==> config.mk <==
export PLATFORM = sky130hd
export DESIGN_NAME = main_control
export DESIGN_NICKNAME = d
export VERILOG_FILES = /design/src/include/mips_config.svh /design/src/hw/isa_pkg.sv /design/src/hw/ctrl_pkg.sv /design/src/hw/main_control.sv
export SDC_FILE = /design/constraint.sdc
export NUM_CORES = 1
export LEC_CHECK = 0
export BUFFER_PORTS_ARGS = -buffer_cell sky130_fd_sc_hd__buf_2
export CAP_MARGIN = 20
export CORE_AREA = 2 2 39 41
export DETAILED_ROUTE_END_ITERATION = 10
export DIE_AREA = 0 0 41 43
export GPL_TIMING_DRIVEN = 1
export PLACE_DENSITY = 0.57
export REMOVE_ABC_BUFFERS = 1
export SLEW_MARGIN = 20
export SYNTH_ARGS = -nofsm -noshare
export SYNTH_HDL_FRONTEND = slang
export SYNTH_SLANG_ARGS = --single-unit
==> constraint.sdc <==
create_clock -name clk -period 0.9 [get_ports clk]
set_input_delay 0.225 -clock clk [delete_from_list [all_inputs] [get_ports clk]]
set_output_delay 0.225 -clock clk [all_outputs]
set_load 0.005 [all_outputs]
==> src/include/mips_config.svh <==
`ifndef MIPS_CONFIG_SVH
`define MIPS_CONFIG_SVH

// Datapath and instruction width
`define MIPS_XLEN 32

// Memory depths in 32-bit words
`define MIPS_IMEM_WORDS 256
`define MIPS_DMEM_WORDS 256

// First fetch address after reset
`define MIPS_RESET_PC 32'h0000_0000

`endif

==> src/hw/isa_pkg.sv <==
`default_nettype none

package isa_pkg;

	// Primary opcode, bits 31:26
	typedef enum logic [5:0] {
		OP_RTYPE = 6'h00,
		OP_BEQ   = 6'h04,
		OP_ADDI  = 6'h08,
		OP_LH    = 6'h21,
		OP_LW    = 6'h23,
		OP_LHU   = 6'h25,
		OP_SW    = 6'h2B
	} opcode_e;

	// R-type function code, bits 5:0
	typedef enum logic [5:0] {
		F_SLL  = 6'h00,
		F_SRL  = 6'h02,
		F_ADD  = 6'h20,
		F_SUB  = 6'h22,
		F_AND  = 6'h24,
		F_OR   = 6'h25,
		F_SLT  = 6'h2A,
		F_SLTU = 6'h2B
	} funct_e;

	typedef struct packed {
		opcode_e    opcode;
		logic [4:0] rs;
		logic [4:0] rt;
		logic [4:0] rd;
		logic [4:0] shamt;
		funct_e     funct;
	} instr_t;

	// I-type immediate overlays rd, shamt and funct
	function automatic logic [15:0] instr_imm(instr_t instr);
		return {instr.rd, instr.shamt, instr.funct};
	endfunction

endpackage

`default_nettype wire

==> src/hw/ctrl_pkg.sv <==
`default_nettype none

package ctrl_pkg;

	// Coarse ALU selection coming from the main decoder
	typedef enum logic [1:0] {
		AC_ADD   = 2'b00,
		AC_SUB   = 2'b01,
		AC_FUNCT = 2'b10
	} alu_class_e;

	// Load width and extension for data memory reads
	typedef enum logic [1:0] {
		HM_WORD     = 2'b00,
		HM_UNSIGNED = 2'b10,
		HM_SIGNED   = 2'b11
	} half_mode_e;

	// Operation actually carried out by the ALU
	typedef enum logic [3:0] {
		ALU_NONE,
		ALU_ADD,
		ALU_SUB,
		ALU_AND,
		ALU_OR,
		ALU_SLL,
		ALU_SRL,
		ALU_SLT,
		ALU_SLTU
	} alu_op_e;

	typedef struct packed {
		logic       reg_dest;
		logic       branch;
		logic       mem_to_reg;
		alu_class_e alu_class;
		logic       mem_write;
		logic       alu_src;
		logic       reg_write;
		half_mode_e half_mode;
	} ctrl_t;

endpackage

`default_nettype wire

==> src/hw/main_control.sv <==
`default_nettype none

module main_control
	import isa_pkg::*, ctrl_pkg::*;
(
	input  logic    clk,
	input  logic    reset,
	input  opcode_e next_opcode,
	input  logic    fetch_valid,
	output ctrl_t   ex_ctrl
);

	ctrl_t decoded;

	// Opcode to control fields, everything off unless set below
	always_comb
	begin
		decoded = '0;
		case (next_opcode)
			OP_RTYPE:
			begin
				decoded.reg_dest  = 1'b1;
				decoded.alu_class = AC_FUNCT;
				decoded.reg_write = 1'b1;
			end
			OP_ADDI:
			begin
				decoded.alu_class = AC_ADD;
				decoded.alu_src   = 1'b1;
				decoded.reg_write = 1'b1;
			end
			OP_LW:
			begin
				decoded.mem_to_reg = 1'b1;
				decoded.alu_class  = AC_ADD;
				decoded.alu_src    = 1'b1;
				decoded.reg_write  = 1'b1;
				decoded.half_mode  = HM_WORD;
			end
			OP_LH:
			begin
				decoded.mem_to_reg = 1'b1;
				decoded.alu_class  = AC_ADD;
				decoded.alu_src    = 1'b1;
				decoded.reg_write  = 1'b1;
				decoded.half_mode  = HM_SIGNED;
			end
			OP_LHU:
			begin
				decoded.mem_to_reg = 1'b1;
				decoded.alu_class  = AC_ADD;
				decoded.alu_src    = 1'b1;
				decoded.reg_write  = 1'b1;
				decoded.half_mode  = HM_UNSIGNED;
			end
			OP_SW:
			begin
				decoded.alu_class = AC_ADD;
				decoded.mem_write = 1'b1;
				decoded.alu_src   = 1'b1;
			end
			OP_BEQ:
			begin
				// Compare by subtraction, zero flag decides
				decoded.branch    = 1'b1;
				decoded.alu_class = AC_SUB;
			end
			default:
			begin
				decoded = '0;
			end
		endcase
	end

	// Bubble while fetch is stalled
	always_ff @(posedge clk or negedge reset)
	begin
		if (!reset)
			ex_ctrl <= '0;
		else if (!fetch_valid)
			ex_ctrl <= '0;
		else
			ex_ctrl <= decoded;
	end

endmodule

`default_nettype wire

* Yosys cells after proc, flatten, opt, wreduce, memory -nomap -nowiden *
Cells that the tools add are included.

storage, ports and cells
  flip-flop bits (word level) = 10
  bits in latches = 0
  memory bits (writable) = 0
  memory bits (read-only) = 0
  bits of input ports = 9
  logic and storage cells = 27
  memories = 0

cells by class
  add/subtract/negate cells = 0
  $mul = 0
  div/mod/pow operators = 0
  $lt $le $gt $ge = 0
  equal/unequal tests = 6
  shifts and indexed selects = 0
  muxes and demuxes = 9
  bitwise logic cells = 0
  reductions and logical operators = 4

operators by type and width
  operator            number
  $eq 6x6->1 const B  4
  $mux 10             1
  $reduce_or 5->1     2
  $pmux 2 s2          2
  $eq 6x3->1 const B  1
  $eq 6x4->1 const B  1
  $logic_not 6->1     1
  $mux 1              6
  $reduce_or 3->1     1

* Longest topological paths before layout *
  depth after elaboration = 4
  mapped depth = 3
  gate-level depth less buffers = 3

* Worst setup path after synthesis *
Ideal clock, no wire load.

  path kind = input to register
  start point = in next_opcode[0]
  end point = reg ex_ctrl[3] in the netlist's numbering
  library setup time = 73 ps
  arrival = 1030 ps
  setup slack = -203 ps
  stages on the path = 3
  buffers on the path = 0
  cell sequence = or4b_1 -> a21o_1 -> a21oi_2

on the way
  longest elaborated chain between the ends = 4
  elaborated cells between the ends (all ways) = 8

RTL lines
  element                                   line                source
  from (decl)                               main_control.sv:8   input opcode_e next_opcode,
  $eq 6x6->1 or $eq 6x4->1 (tied branches)  main_control.sv:19  case (next_opcode)
  $reduce_or 5->1 (no source line) *        -
  $mux 1 *                                  main_control.sv:19
  $mux 10 *                                 main_control.sv:80  else if (!fetch_valid)
  to (signal assigned)                      main_control.sv:83  ex_ctrl <= decoded;
  to (decl)                                 main_control.sv:10  output ctrl_t ex_ctrl

Every way passes the cells marked *; elsewhere a longest branch is shown, timed or not.

==> metrics.txt <==
RSZ-0062 raised after global routing=yes; drt drc=0; failing checks=negative setup slack; Adder-Cell Fraction of Synth Area=0%; crit-path cells=buf_2; Die Span X=approximately 41 um; Routed Wire Length=706 um; final worst-path cycle share=107%; WP buf/inv=1; Synth Cell Area=~370 um^2; max incr delay on CP=360 ps; first-pass GRT wire length=around 1200 um; commonest non-fill, non-tap cell in the layout=buf_2; H-tree levels=1; Top Ports=19; core area=about 1400 um^2; DR WL/cell=9.67 um; DR iter-0 viols=1; standard-cell row count=14; design area=around 620 um^2; via/cell ratio=between 4 and 5; Synth cell types=18; n_diodes=0; Fmax achieved=1040 MHz; Post-CTS Setup Inserts=0; Syn Inst Count=29; synthesized flop and latch total=9; area grow syn2layout=68.0%; initial antenna violation count=0; IO Port Bufs=18; Placed Instance Area=519 um^2; sequential area share after synthesis=about 61%; CP Data Arrival Time=between 700 and 800 ps; Worst-path clk slew=approximately 60 ps; Worst Path Required=around 670 ps; status=finished, violations left; Final nets=67; Min Clock Period, post-route=962 ps; Max FO, Critical Path=2; clock sink total=9; Slowest cell on crit path=dfrtp_1; max-slew violations=0; most frequent cells in the layout=buf_2, dfrtp_1, buf_6, buf_4, clkbuf_4; Worst slew margin=81.3%; die height=roughly 43 um; gp weighted congestion=between 0.7 and 0.8; Tightest Pin Transition=between 200 and 300 ps; crit-path leading delay family=flip-flops; largest net degree at the start of global routing=10; layout cell share with drive strength beyond 1=between 60% and 70%; Setup Viol. Count Final=11; MaxCap Viol Count=0; Final WS setup=-61.7 ps; PwrDens=1320 nW/um^2; Compound-Gate Fraction of Synth Area=between 10% and 20%; largest reg by FF count=ex_ctrl; Hold Crit Class=input port to register; CTS tree=yes; clock buffers created by TritonCTS=3; Ys Warns=0; grt ovf=0; max reg flops=9; total power=between 0.0008 and 0.0009 W; ANT nets after route=0; multiplexer area fraction after synthesis=0%; Post-Synth Simple-Gate Area=about a quarter; top flop regs=ex_ctrl (9); Root Buffer=clkbuf_4; VDD IR-drop max=around 0.00044 V; Synth Area per Inst=12.8 um^2; clk buf depth=2; LEAKAGE=0.314 nW; critical path startpoint category=register; First-pass DRT Iterations=2; combinational family with the most area after synthesis=simple AND/OR/NAND/NOR gates; GR Util All Layers=roughly 11%; vias in the first global route=between 200 and 300; Initial Util=between 20 and 30%; Via Count=between 300 and 400; Setup Crit Path Kind=register to primary output; crit end category=primary output; DIE AREA=1760 um^2; number of hold violations in the final report=0; HPWL after DPL=around 560 um; Synth Area in XOR/XNOR=0%
==> logic make-up (layout without fill, tap and decap cells) <==
logic type             Yosys count  in the layout
AND/OR/NAND/NOR                 13             13
flip-flops                       9              9
AO/OA/AOI/OAI                    5              5
buffers and inverters            2             30
==> Yosys cell counts (all sizes together) <==
| library cell | instances | area [um^2] |
|---|---|---|
| or4 | 1 | 11.3 |
| a211oi | 1 | 7.51 |
| a21oi | 2 | 13.8 |
| o21ba | 1 | 10.0 |
| nand3b | 1 | 7.51 |
| nor2 | 1 | 3.75 |
| or3 | 1 | 7.51 |
| or4b | 1 | 10.0 |
| a21o | 1 | 7.51 |
| nor3b | 1 | 7.51 |
| buf | 1 | 7.51 |
| nor4 | 1 | 6.26 |
| nor3 | 4 | 20.0 |
| inv | 1 | 3.75 |
| dfrtp | 9 | 225 |
| nand2b | 1 | 13.8 |
| nand4b | 1 | 8.76 |
==> metal layers <==
| metal | routed length [um] | up-vias | GRT usage, % | part of all wire (%) |
|---|---|---|---|---|
| li1 | - | 161 | - | - |
| met1 | 287 | 157 | 14.1 | 41 |
| met2 | 327 | 19 | 14.1 | 46 |
| met3 | 62 | 4 | 1.57 | 8.8 |
| met4 | 29 | 0 | 10.0 | 4.1 |
| met5 | 0 | - | 0 | 0 |
==> final timing paths <==
kind	start	end	slack [ps]	cells past startpoint
max in group asynchronous	reset	ex_ctrl[0]	390	2
min in group asynchronous	reset	ex_ctrl[9]	340	2
worst min-delay path	next_opcode[1]	ex_ctrl[9]	250	3
worst max-delay path	ex_ctrl[5]	ex_ctrl[8]	-60	1
==> power by group <==
part,switching (W),total (W),internal (W)
Combinational,0.0000522,0.000120,0.0000677
Clock,0.000123,0.000293,0.000170
Sequential,0.000000910,0.000410,0.000409
Total,0.000176,0.000823,0.000647
==> stage by stage <==
stage	setup TNS, ps	worst slack, ps	utilization, %	instances	hold WS, ps
after CTS	-630	-71.4	41.6	73	245
final	-509	-61.7	45.1	73	253
after detailed placement	-1810	-361	37.5	68	80.2
after global placement	-1740	-345	37.5	68	79.4
after floorplan	-676	-203	-	28	-70.6
after global routing	-875	-101	45.1	73	253
==> cell type report <==
class | count | area, um^2
Sequential cell | 9 | 225
Tap cell | 16 | 20.0
Clock buffer | 4 | 26.3
Inverter | 1 | 3.75
Timing Repair Buffer | 25 | 180
Fill cell | 136 | 759
Multi-Input combinational cell | 18 | 169
==> timing repair <==
item	4_1_cts	5_1_grt
hold buffers	1	0
pin swaps	5	2
endpoints found under the setup margin	14	16
cloned	0	0
resized for setup	4	10
hold endpoints to repair	9	0
Power figures use the tool's default switching activity.
