**src/include/mips_config.svh**
```systemverilog
`ifndef MIPS_CONFIG_SVH
`define MIPS_CONFIG_SVH

// Datapath and instruction width
`define MIPS_XLEN 32

// Memory depths in 32-bit words
`define MIPS_IMEM_WORDS 256
`define MIPS_DMEM_WORDS 256

// First fetch address after reset
`define MIPS_RESET_PC 32'h0000_0000

`endif

```
**src/hw/isa_pkg.sv**
```systemverilog
`default_nettype none

package isa_pkg;

	// Primary opcode, bits 31:26
	typedef enum logic [5:0] {
		OP_RTYPE = 6'h00,
		OP_BEQ   = 6'h04,
		OP_ADDI  = 6'h08,
		OP_LH    = 6'h21,
		OP_LW    = 6'h23,
		OP_LHU   = 6'h25,
		OP_SW    = 6'h2B
	} opcode_e;

	// R-type function code, bits 5:0
	typedef enum logic [5:0] {
		F_SLL  = 6'h00,
		F_SRL  = 6'h02,
		F_ADD  = 6'h20,
		F_SUB  = 6'h22,
		F_AND  = 6'h24,
		F_OR   = 6'h25,
		F_SLT  = 6'h2A,
		F_SLTU = 6'h2B
	} funct_e;

	typedef struct packed {
		opcode_e    opcode;
		logic [4:0] rs;
		logic [4:0] rt;
		logic [4:0] rd;
		logic [4:0] shamt;
		funct_e     funct;
	} instr_t;

	// I-type immediate overlays rd, shamt and funct
	function automatic logic [15:0] instr_imm(instr_t instr);
		return {instr.rd, instr.shamt, instr.funct};
	endfunction

endpackage

`default_nettype wire

```
**src/hw/ctrl_pkg.sv**
```systemverilog
`default_nettype none

package ctrl_pkg;

	// Coarse ALU selection coming from the main decoder
	typedef enum logic [1:0] {
		AC_ADD   = 2'b00,
		AC_SUB   = 2'b01,
		AC_FUNCT = 2'b10
	} alu_class_e;

	// Load width and extension for data memory reads
	typedef enum logic [1:0] {
		HM_WORD     = 2'b00,
		HM_UNSIGNED = 2'b10,
		HM_SIGNED   = 2'b11
	} half_mode_e;

	// Operation actually carried out by the ALU
	typedef enum logic [3:0] {
		ALU_NONE,
		ALU_ADD,
		ALU_SUB,
		ALU_AND,
		ALU_OR,
		ALU_SLL,
		ALU_SRL,
		ALU_SLT,
		ALU_SLTU
	} alu_op_e;

	typedef struct packed {
		logic       reg_dest;
		logic       branch;
		logic       mem_to_reg;
		alu_class_e alu_class;
		logic       mem_write;
		logic       alu_src;
		logic       reg_write;
		half_mode_e half_mode;
	} ctrl_t;

endpackage

`default_nettype wire

```
**src/hw/alu.sv**
```systemverilog
`default_nettype none

`include "mips_config.svh"

module alu
	import isa_pkg::*, ctrl_pkg::*;
(
	input  alu_class_e            alu_class,
	input  funct_e                funct,
	input  logic [4:0]            shamt,
	input  logic [`MIPS_XLEN-1:0] a,
	input  logic [`MIPS_XLEN-1:0] b,
	output logic [`MIPS_XLEN-1:0] result,
	output logic                  zero
);

	alu_op_e op;

	// Operation select
	always_comb
	begin
		case (alu_class)
			AC_ADD:   op = ALU_ADD;
			AC_SUB:   op = ALU_SUB;
			AC_FUNCT:
			begin
				case (funct)
					F_ADD:   op = ALU_ADD;
					F_SUB:   op = ALU_SUB;
					F_AND:   op = ALU_AND;
					F_OR:    op = ALU_OR;
					F_SLL:   op = ALU_SLL;
					F_SRL:   op = ALU_SRL;
					F_SLT:   op = ALU_SLT;
					F_SLTU:  op = ALU_SLTU;
					default: op = ALU_NONE;
				endcase
			end
			default:  op = ALU_NONE;
		endcase
	end

	always_comb
	begin
		case (op)
			ALU_ADD:  result = a + b;
			ALU_SUB:  result = a - b;
			ALU_AND:  result = a & b;
			ALU_OR:   result = a | b;
			// Shifts move rt by the instruction shamt
			ALU_SLL:  result = b << shamt;
			ALU_SRL:  result = b >> shamt;
			ALU_SLT:  result = `MIPS_XLEN'($signed(a) < $signed(b));
			ALU_SLTU: result = `MIPS_XLEN'(a < b);
			default:  result = '0;
		endcase
	end

	assign zero = (result == '0);

endmodule

`default_nettype wire

```
**config.mk**
```make
export PLATFORM = sky130hd
export DESIGN_NAME = alu
export DESIGN_NICKNAME = d
export VERILOG_FILES = /design/src/hw/isa_pkg.sv /design/src/hw/ctrl_pkg.sv /design/src/hw/alu.sv
export VERILOG_INCLUDE_DIRS = /design/src /design/src/include
export SDC_FILE = /design/constraint.sdc
export NUM_CORES = 1
export LEC_CHECK = 0
export ABC_AREA = 1
export ABC_CLOCK_PERIOD_IN_PS = 2600
export BUFFER_PORTS_ARGS = -buffer_cell sky130_fd_sc_hd__buf_2
export CAP_MARGIN = 20
export CELL_PAD_IN_SITES_DETAIL_PLACEMENT = 0
export CELL_PAD_IN_SITES_GLOBAL_PLACEMENT = 1
export CORE_MARGIN = 4
export CORE_UTILIZATION = 25
export DETAILED_ROUTE_END_ITERATION = 6
export PLACE_DENSITY_LB_ADDON = 0.15
export SETUP_SLACK_MARGIN = 0.1
export SLEW_MARGIN = 20
export SYNTH_ARGS = -nofsm -noshare
export SYNTH_HDL_FRONTEND = slang
export SYNTH_SLANG_ARGS = --single-unit
export TNS_END_PERCENT = 30
```
**constraint.sdc**
```tcl
create_clock -name vclk -period 2.6
set_input_delay 0.13 -clock vclk [all_inputs]
set_output_delay 0.13 -clock vclk [all_outputs]
set_load 0.02 [all_outputs]
```
* Word-level counts from Yosys, hierarchy flattened *
Index checks and enable logic that the tools add are counted.

cells by class
  add/subtract/negate cells = 2
  magnitude comparators = 2
  equality and inequality tests = 17
  shift operators = 2
  multiplexer cells = 3
  bitwise logic cells = 2
  reductions and logical operators = 3

operator list
  cell                                                                   count
  32-bit one-hot mux with 8 select lines                                 1
  32-bit < comparator                                                    2
  6-bit equality test, second input constant                             6
  32-bit adder                                                           1
  32-bit bitwise AND                                                     1
  32-bit logical NOT                                                     1
  32-bit OR                                                              1
  4-bit one-hot mux with 8 select lines                                  1
  32-bit by 5-bit << shifter with 32-bit output                          1
  32-bit by 5-bit >> shifter with 32-bit output                          1
  32-bit subtractor                                                      1
  4-bit by 3-bit equality test with 1-bit output, second input constant  4
  4-bit one-hot mux with 3 select lines                                  1
  4-bit by 2-bit equality test with 1-bit output, second input constant  2
  6-bit by 2-bit equality test with 1-bit output, second input constant  1
  6-bit logical NOT                                                      1
  4-bit by 1-bit equality test with 1-bit output, second input constant  1
  4-bit equality test, second input constant                             1
  2-bit by 1-bit equality test with 1-bit output, second input constant  1
  2-bit equality test, second input constant                             1
  2-bit logical NOT                                                      1

storage, ports and cells
  bits in registers = 0
  input bits = 77
  output and inout bits = 33
  word-level logic and storage cells = 31

* Depth between registers and ports, before layout *
  depth in word-level cells = 6
  gate-level depth with buffers = 23

* Worst setup path after synthesis *
Ideal clock, no wire load.

  kind = in2out
  start point = input a[0]
  end point = output zero
  arrival time = 2.490 ns
  setup slack = -0.020 ns
  stages on the path = 20
  path buffers = 0
  path through = ha_1 -> inv_1 -> fa_1 -> inv_1 -> nand2_1 -> nand2_1 -> nand2_1 -> o21ai_1 -> nand2_1 -> nand2_1 -> nand3b_1 -> nand2_1 -> nand2_1 -> nand3_1 -> nand3_1 -> nor2_1 -> nand2_1 -> nor2_1 -> nand2_1 -> nor2_1

between the ends
  word-level cells in the longest chain between the ends = 3

ends and longest elaborated chain
  element                                                   RTL line              text
  start: declaration                                        alu.sv:11             input logic [`MIPS_XLEN-1:0] a,
  32-bit subtractor / 32-bit adder (equally long branches)  alu.sv:47, alu.sv:46
  32-bit one-hot mux with 8 select lines *                  alu.sv:45             case (op)
  via result[28]                                            alu.sv:13             output logic [`MIPS_XLEN-1:0] result,
  32-bit logical NOT *                                      alu.sv:59             assign zero = (result == '0);
  end: declaration                                          alu.sv:14             output logic zero

Mark *: on every way through the listed nets, which the timed path passes. The rest lies on a longest branch.

* Worst setup path after layout *
  start point = input b[9]
  end point = output zero

between the ends
  word-level cells in the longest chain between the ends = 3

ends and longest elaborated chain
  element                                    RTL line   text
  start: declaration                         alu.sv:12  input logic [`MIPS_XLEN-1:0] b,
  32-bit subtractor (tied with other cells)  alu.sv:47  ALU_SUB: result = a - b;
  32-bit one-hot mux with 8 select lines *   alu.sv:45
  32-bit logical NOT *                       alu.sv:59

Every way passes the cells marked *; elsewhere a longest branch is shown, timed or not.

==> flow_summary.yaml <==
cells_and_area:
  area_growth_pct: 68.8
  seq_area_um2: 0
  antennaDiodeCount: 0
  finalCoreUtilization: 0.426
  design.seq.count: 0
  drive_above_1_share: 0.386
  fin_cells: 3368
  nets: 3017
  fill_cells: 4699
  clock_buffers: 0
power_and_ir_drop:
  p_leak_nw: 9.85
  irDropWorstVdd_uv: 92.8
  power.density_nw_per_um2: 232
  finalPower_mw: 4.13
critical_path:
  crit_type: "primary input to output pin"
  crit_family: "simple AND/OR/NAND/NOR gates"
  cpPeakStageDelay_ns: 0.22
  crit_buf_inv: 5
  worstSetupEndpointType: "output pin"
  crit_required_ns: 2.47
  critPathArrivalTime_ns: 2.65
  crit_path_cell_trace: "buf_2 > inv_4 > buf_4 > ha_1 > a21oi_2 > nand2_1 > buf_4 > a21oi_4 > nand2_4 > xor2_1 > nor2_1 > nor2_1 > nand3_2 > nor2_2 > nand2_2 > nor2_4 > nand2_1 > nor2_4 > buf_6"
  slowest_stage: "ha_1"
  cp-start-kind: "primary input"
  critPathMaxFanout: 2
floorplanning:
  start_util: 0.252
  coreArea_um2: 41900
  die_w_um: 214
  boundaryPins: 110
  die_y_um: 214
  dieArea_um2: 45600
  rows: 75
synthesis:
  yosysTopAreaCell: "nand2_1"
  synth.distinct_cells: 41
  synth_common_cells: "nand2_1 (771), nor2_1 (376), nand3_1 (359), inv_1 (309), ha_1 (107)"
  synth_area_um2: 10600
  synthCells: 2256
  yosysSeqAreaShare: 0
  synth_area_leaders: "nand2_1 (27%), nand3_1 (17%), nor2_1 (13%), ha_1 (13%), inv_1 (11%)"
  synth_nets: 2442
  yosysTopAreaCellShare: 0.274
  yosysWarnings: 0
  avgSynthCellArea_um2: 4.68
  yosysMostFrequentCell: "nand2_1"
detailed_routing:
  wire_per_inst_um: 19.6
  avgViaCountPerCell: 4.92
  drc: 0
  dr.pass1.iters: 5
  drt-initial-drc-count: 1292
  drt_wl_total_um: 66000
  ant_nets: 0
  vias: 16600
grt:
  grt_use_total: 0.279
  antenna_found_initial: 1
  grt_pass1_vias: 16200
  grt_pass1_wl_um: 96700
  grt_overflow: 0
  grt_max_degree: 50
place:
  dpl.hpwl_um: 55700
  dp_cells: 3324
  gp_congestion: 0.983
  port_buffers: 110
timing:
  clock.fmax_ghz: 0.359
  rsz0062_at_grt: "true"
  finalCriticalPeriod_ns: 2.78
  fin_crit_sh: 1.07
  setup_viol: 5
  timing.hold.ws_ns: 1.07
  max_slew_margin: 0.710
  fin_ws_ns: -0.182
  hold_viol: 0
  tightest_slew_ns: 0.434
  slew_viol_final: 0
  setup-tns-final_ns: -0.408
status:
  violations: "negative setup slack"
  outcome: "finished, violations left"
cts:
  postCtsHoldBufs: 0
hold_path:
  worstHoldPathType: "primary input to output pin"
run:
  drv_cap: 0
report_power, final:
| part | internal (mW) | total [mW] | switching [mW] | leakage (nW) |
|---|---|---|---|---|
| clock | 0 | 0 | 0 | 0 |
| sequential | 0 | 0 | 0 | 0 |
| combinational | 1.75 | 4.13 | 2.38 | 9.85 |
| total | 1.75 | 4.13 | 2.38 | 9.85 |
stage by stage:
| stage | setup WS (ns) | cell area (µm²) |
|---|---|---|
| after floorplan | 0.113 | 10600 |
| after global placement | -0.781 | 15500 |
| after detailed placement | -0.750 | 15500 |
| after CTS | -0.132 | 17300 |
| after global routing | -0.305 | 17800 |
| final | -0.182 | 17800 |
cells in the final DEF, fill, tap and decap left out, types with 9 or more instances in the layout:
cell type	Yosys	layout
buf_6	2	34
nor2_1	376	292
nand3_1	359	312
a21oi_1	63	36
o21ai_1	8	16
nor3_1	16	9
nand2_1	771	667
buf_4	11	518
inv_1	309	243
ha_1	107	64
a21oi_2	0	19
ha_4	0	30
o21bai_1	12	9
nor2_2	9	62
nand2_4	0	19
nor2_4	2	33
ha_2	0	13
inv_2	6	64
nand2_2	8	93
xor2_1	19	19
buf_2	39	81
buf_12	0	31
nand4_1	21	21
nand3_2	4	46
o21ai_0	35	22
and2_1	10	10
per-layer routing:
layer,vias up,share of wire,wire [µm],track usage
met2,491,0.48,31700,0.491
met1,7802,0.44,28900,0.372
met3,92,0.045,2970,0.0105
met4,0,0.037,2420,0.0819
met5,-,0,0,0
li1,8170,-,-,-
cells by family after synthesis:
family / synth area share
xor gates and xnor gates: 0.0157
and+or+nand+nor: 0.628
adders and majority gates: 0.130
buffers and inverters: 0.156
AOI/OAI and AO/OA: 0.0696
worst paths after layout:
path	startpoint	to	slack (ns)	cells past startpoint
worst max-delay path	b[9]	zero	-0.18	19
worst min-delay path	a[1]	result[1]	1.07	10
tightest hold or removal path: stages:
cell and delay, ns:
buf_6 0.08, inv_4 0.04, ha_4 0.14, inv_1 0.04
nand2_1 0.04, nand2_1 0.06, nor2_1 0.04, nand2_1 0.10
buf_4 0.12, buf_2 0.15
area by class of cell:
| class | instances | area [µm²] | area share |
|---|---|---|---|
| inverter | 317 | 1210 | 0.0681 |
| multi-input combinational | 1846 | 10600 | 0.594 |
| tap | 539 | 674 | 0.0378 |
| timing repair buffer | 666 | 5350 | 0.300 |
what timing repair did:
item | in CTS | in global routing
setup buffers | 36 | 12
setup endpoints to repair | 31 | 24
cloned | 1 | 0
gates resized for setup | 398 | 164
pin swaps | 107 | 88
(Power assumes the default switching activity.)
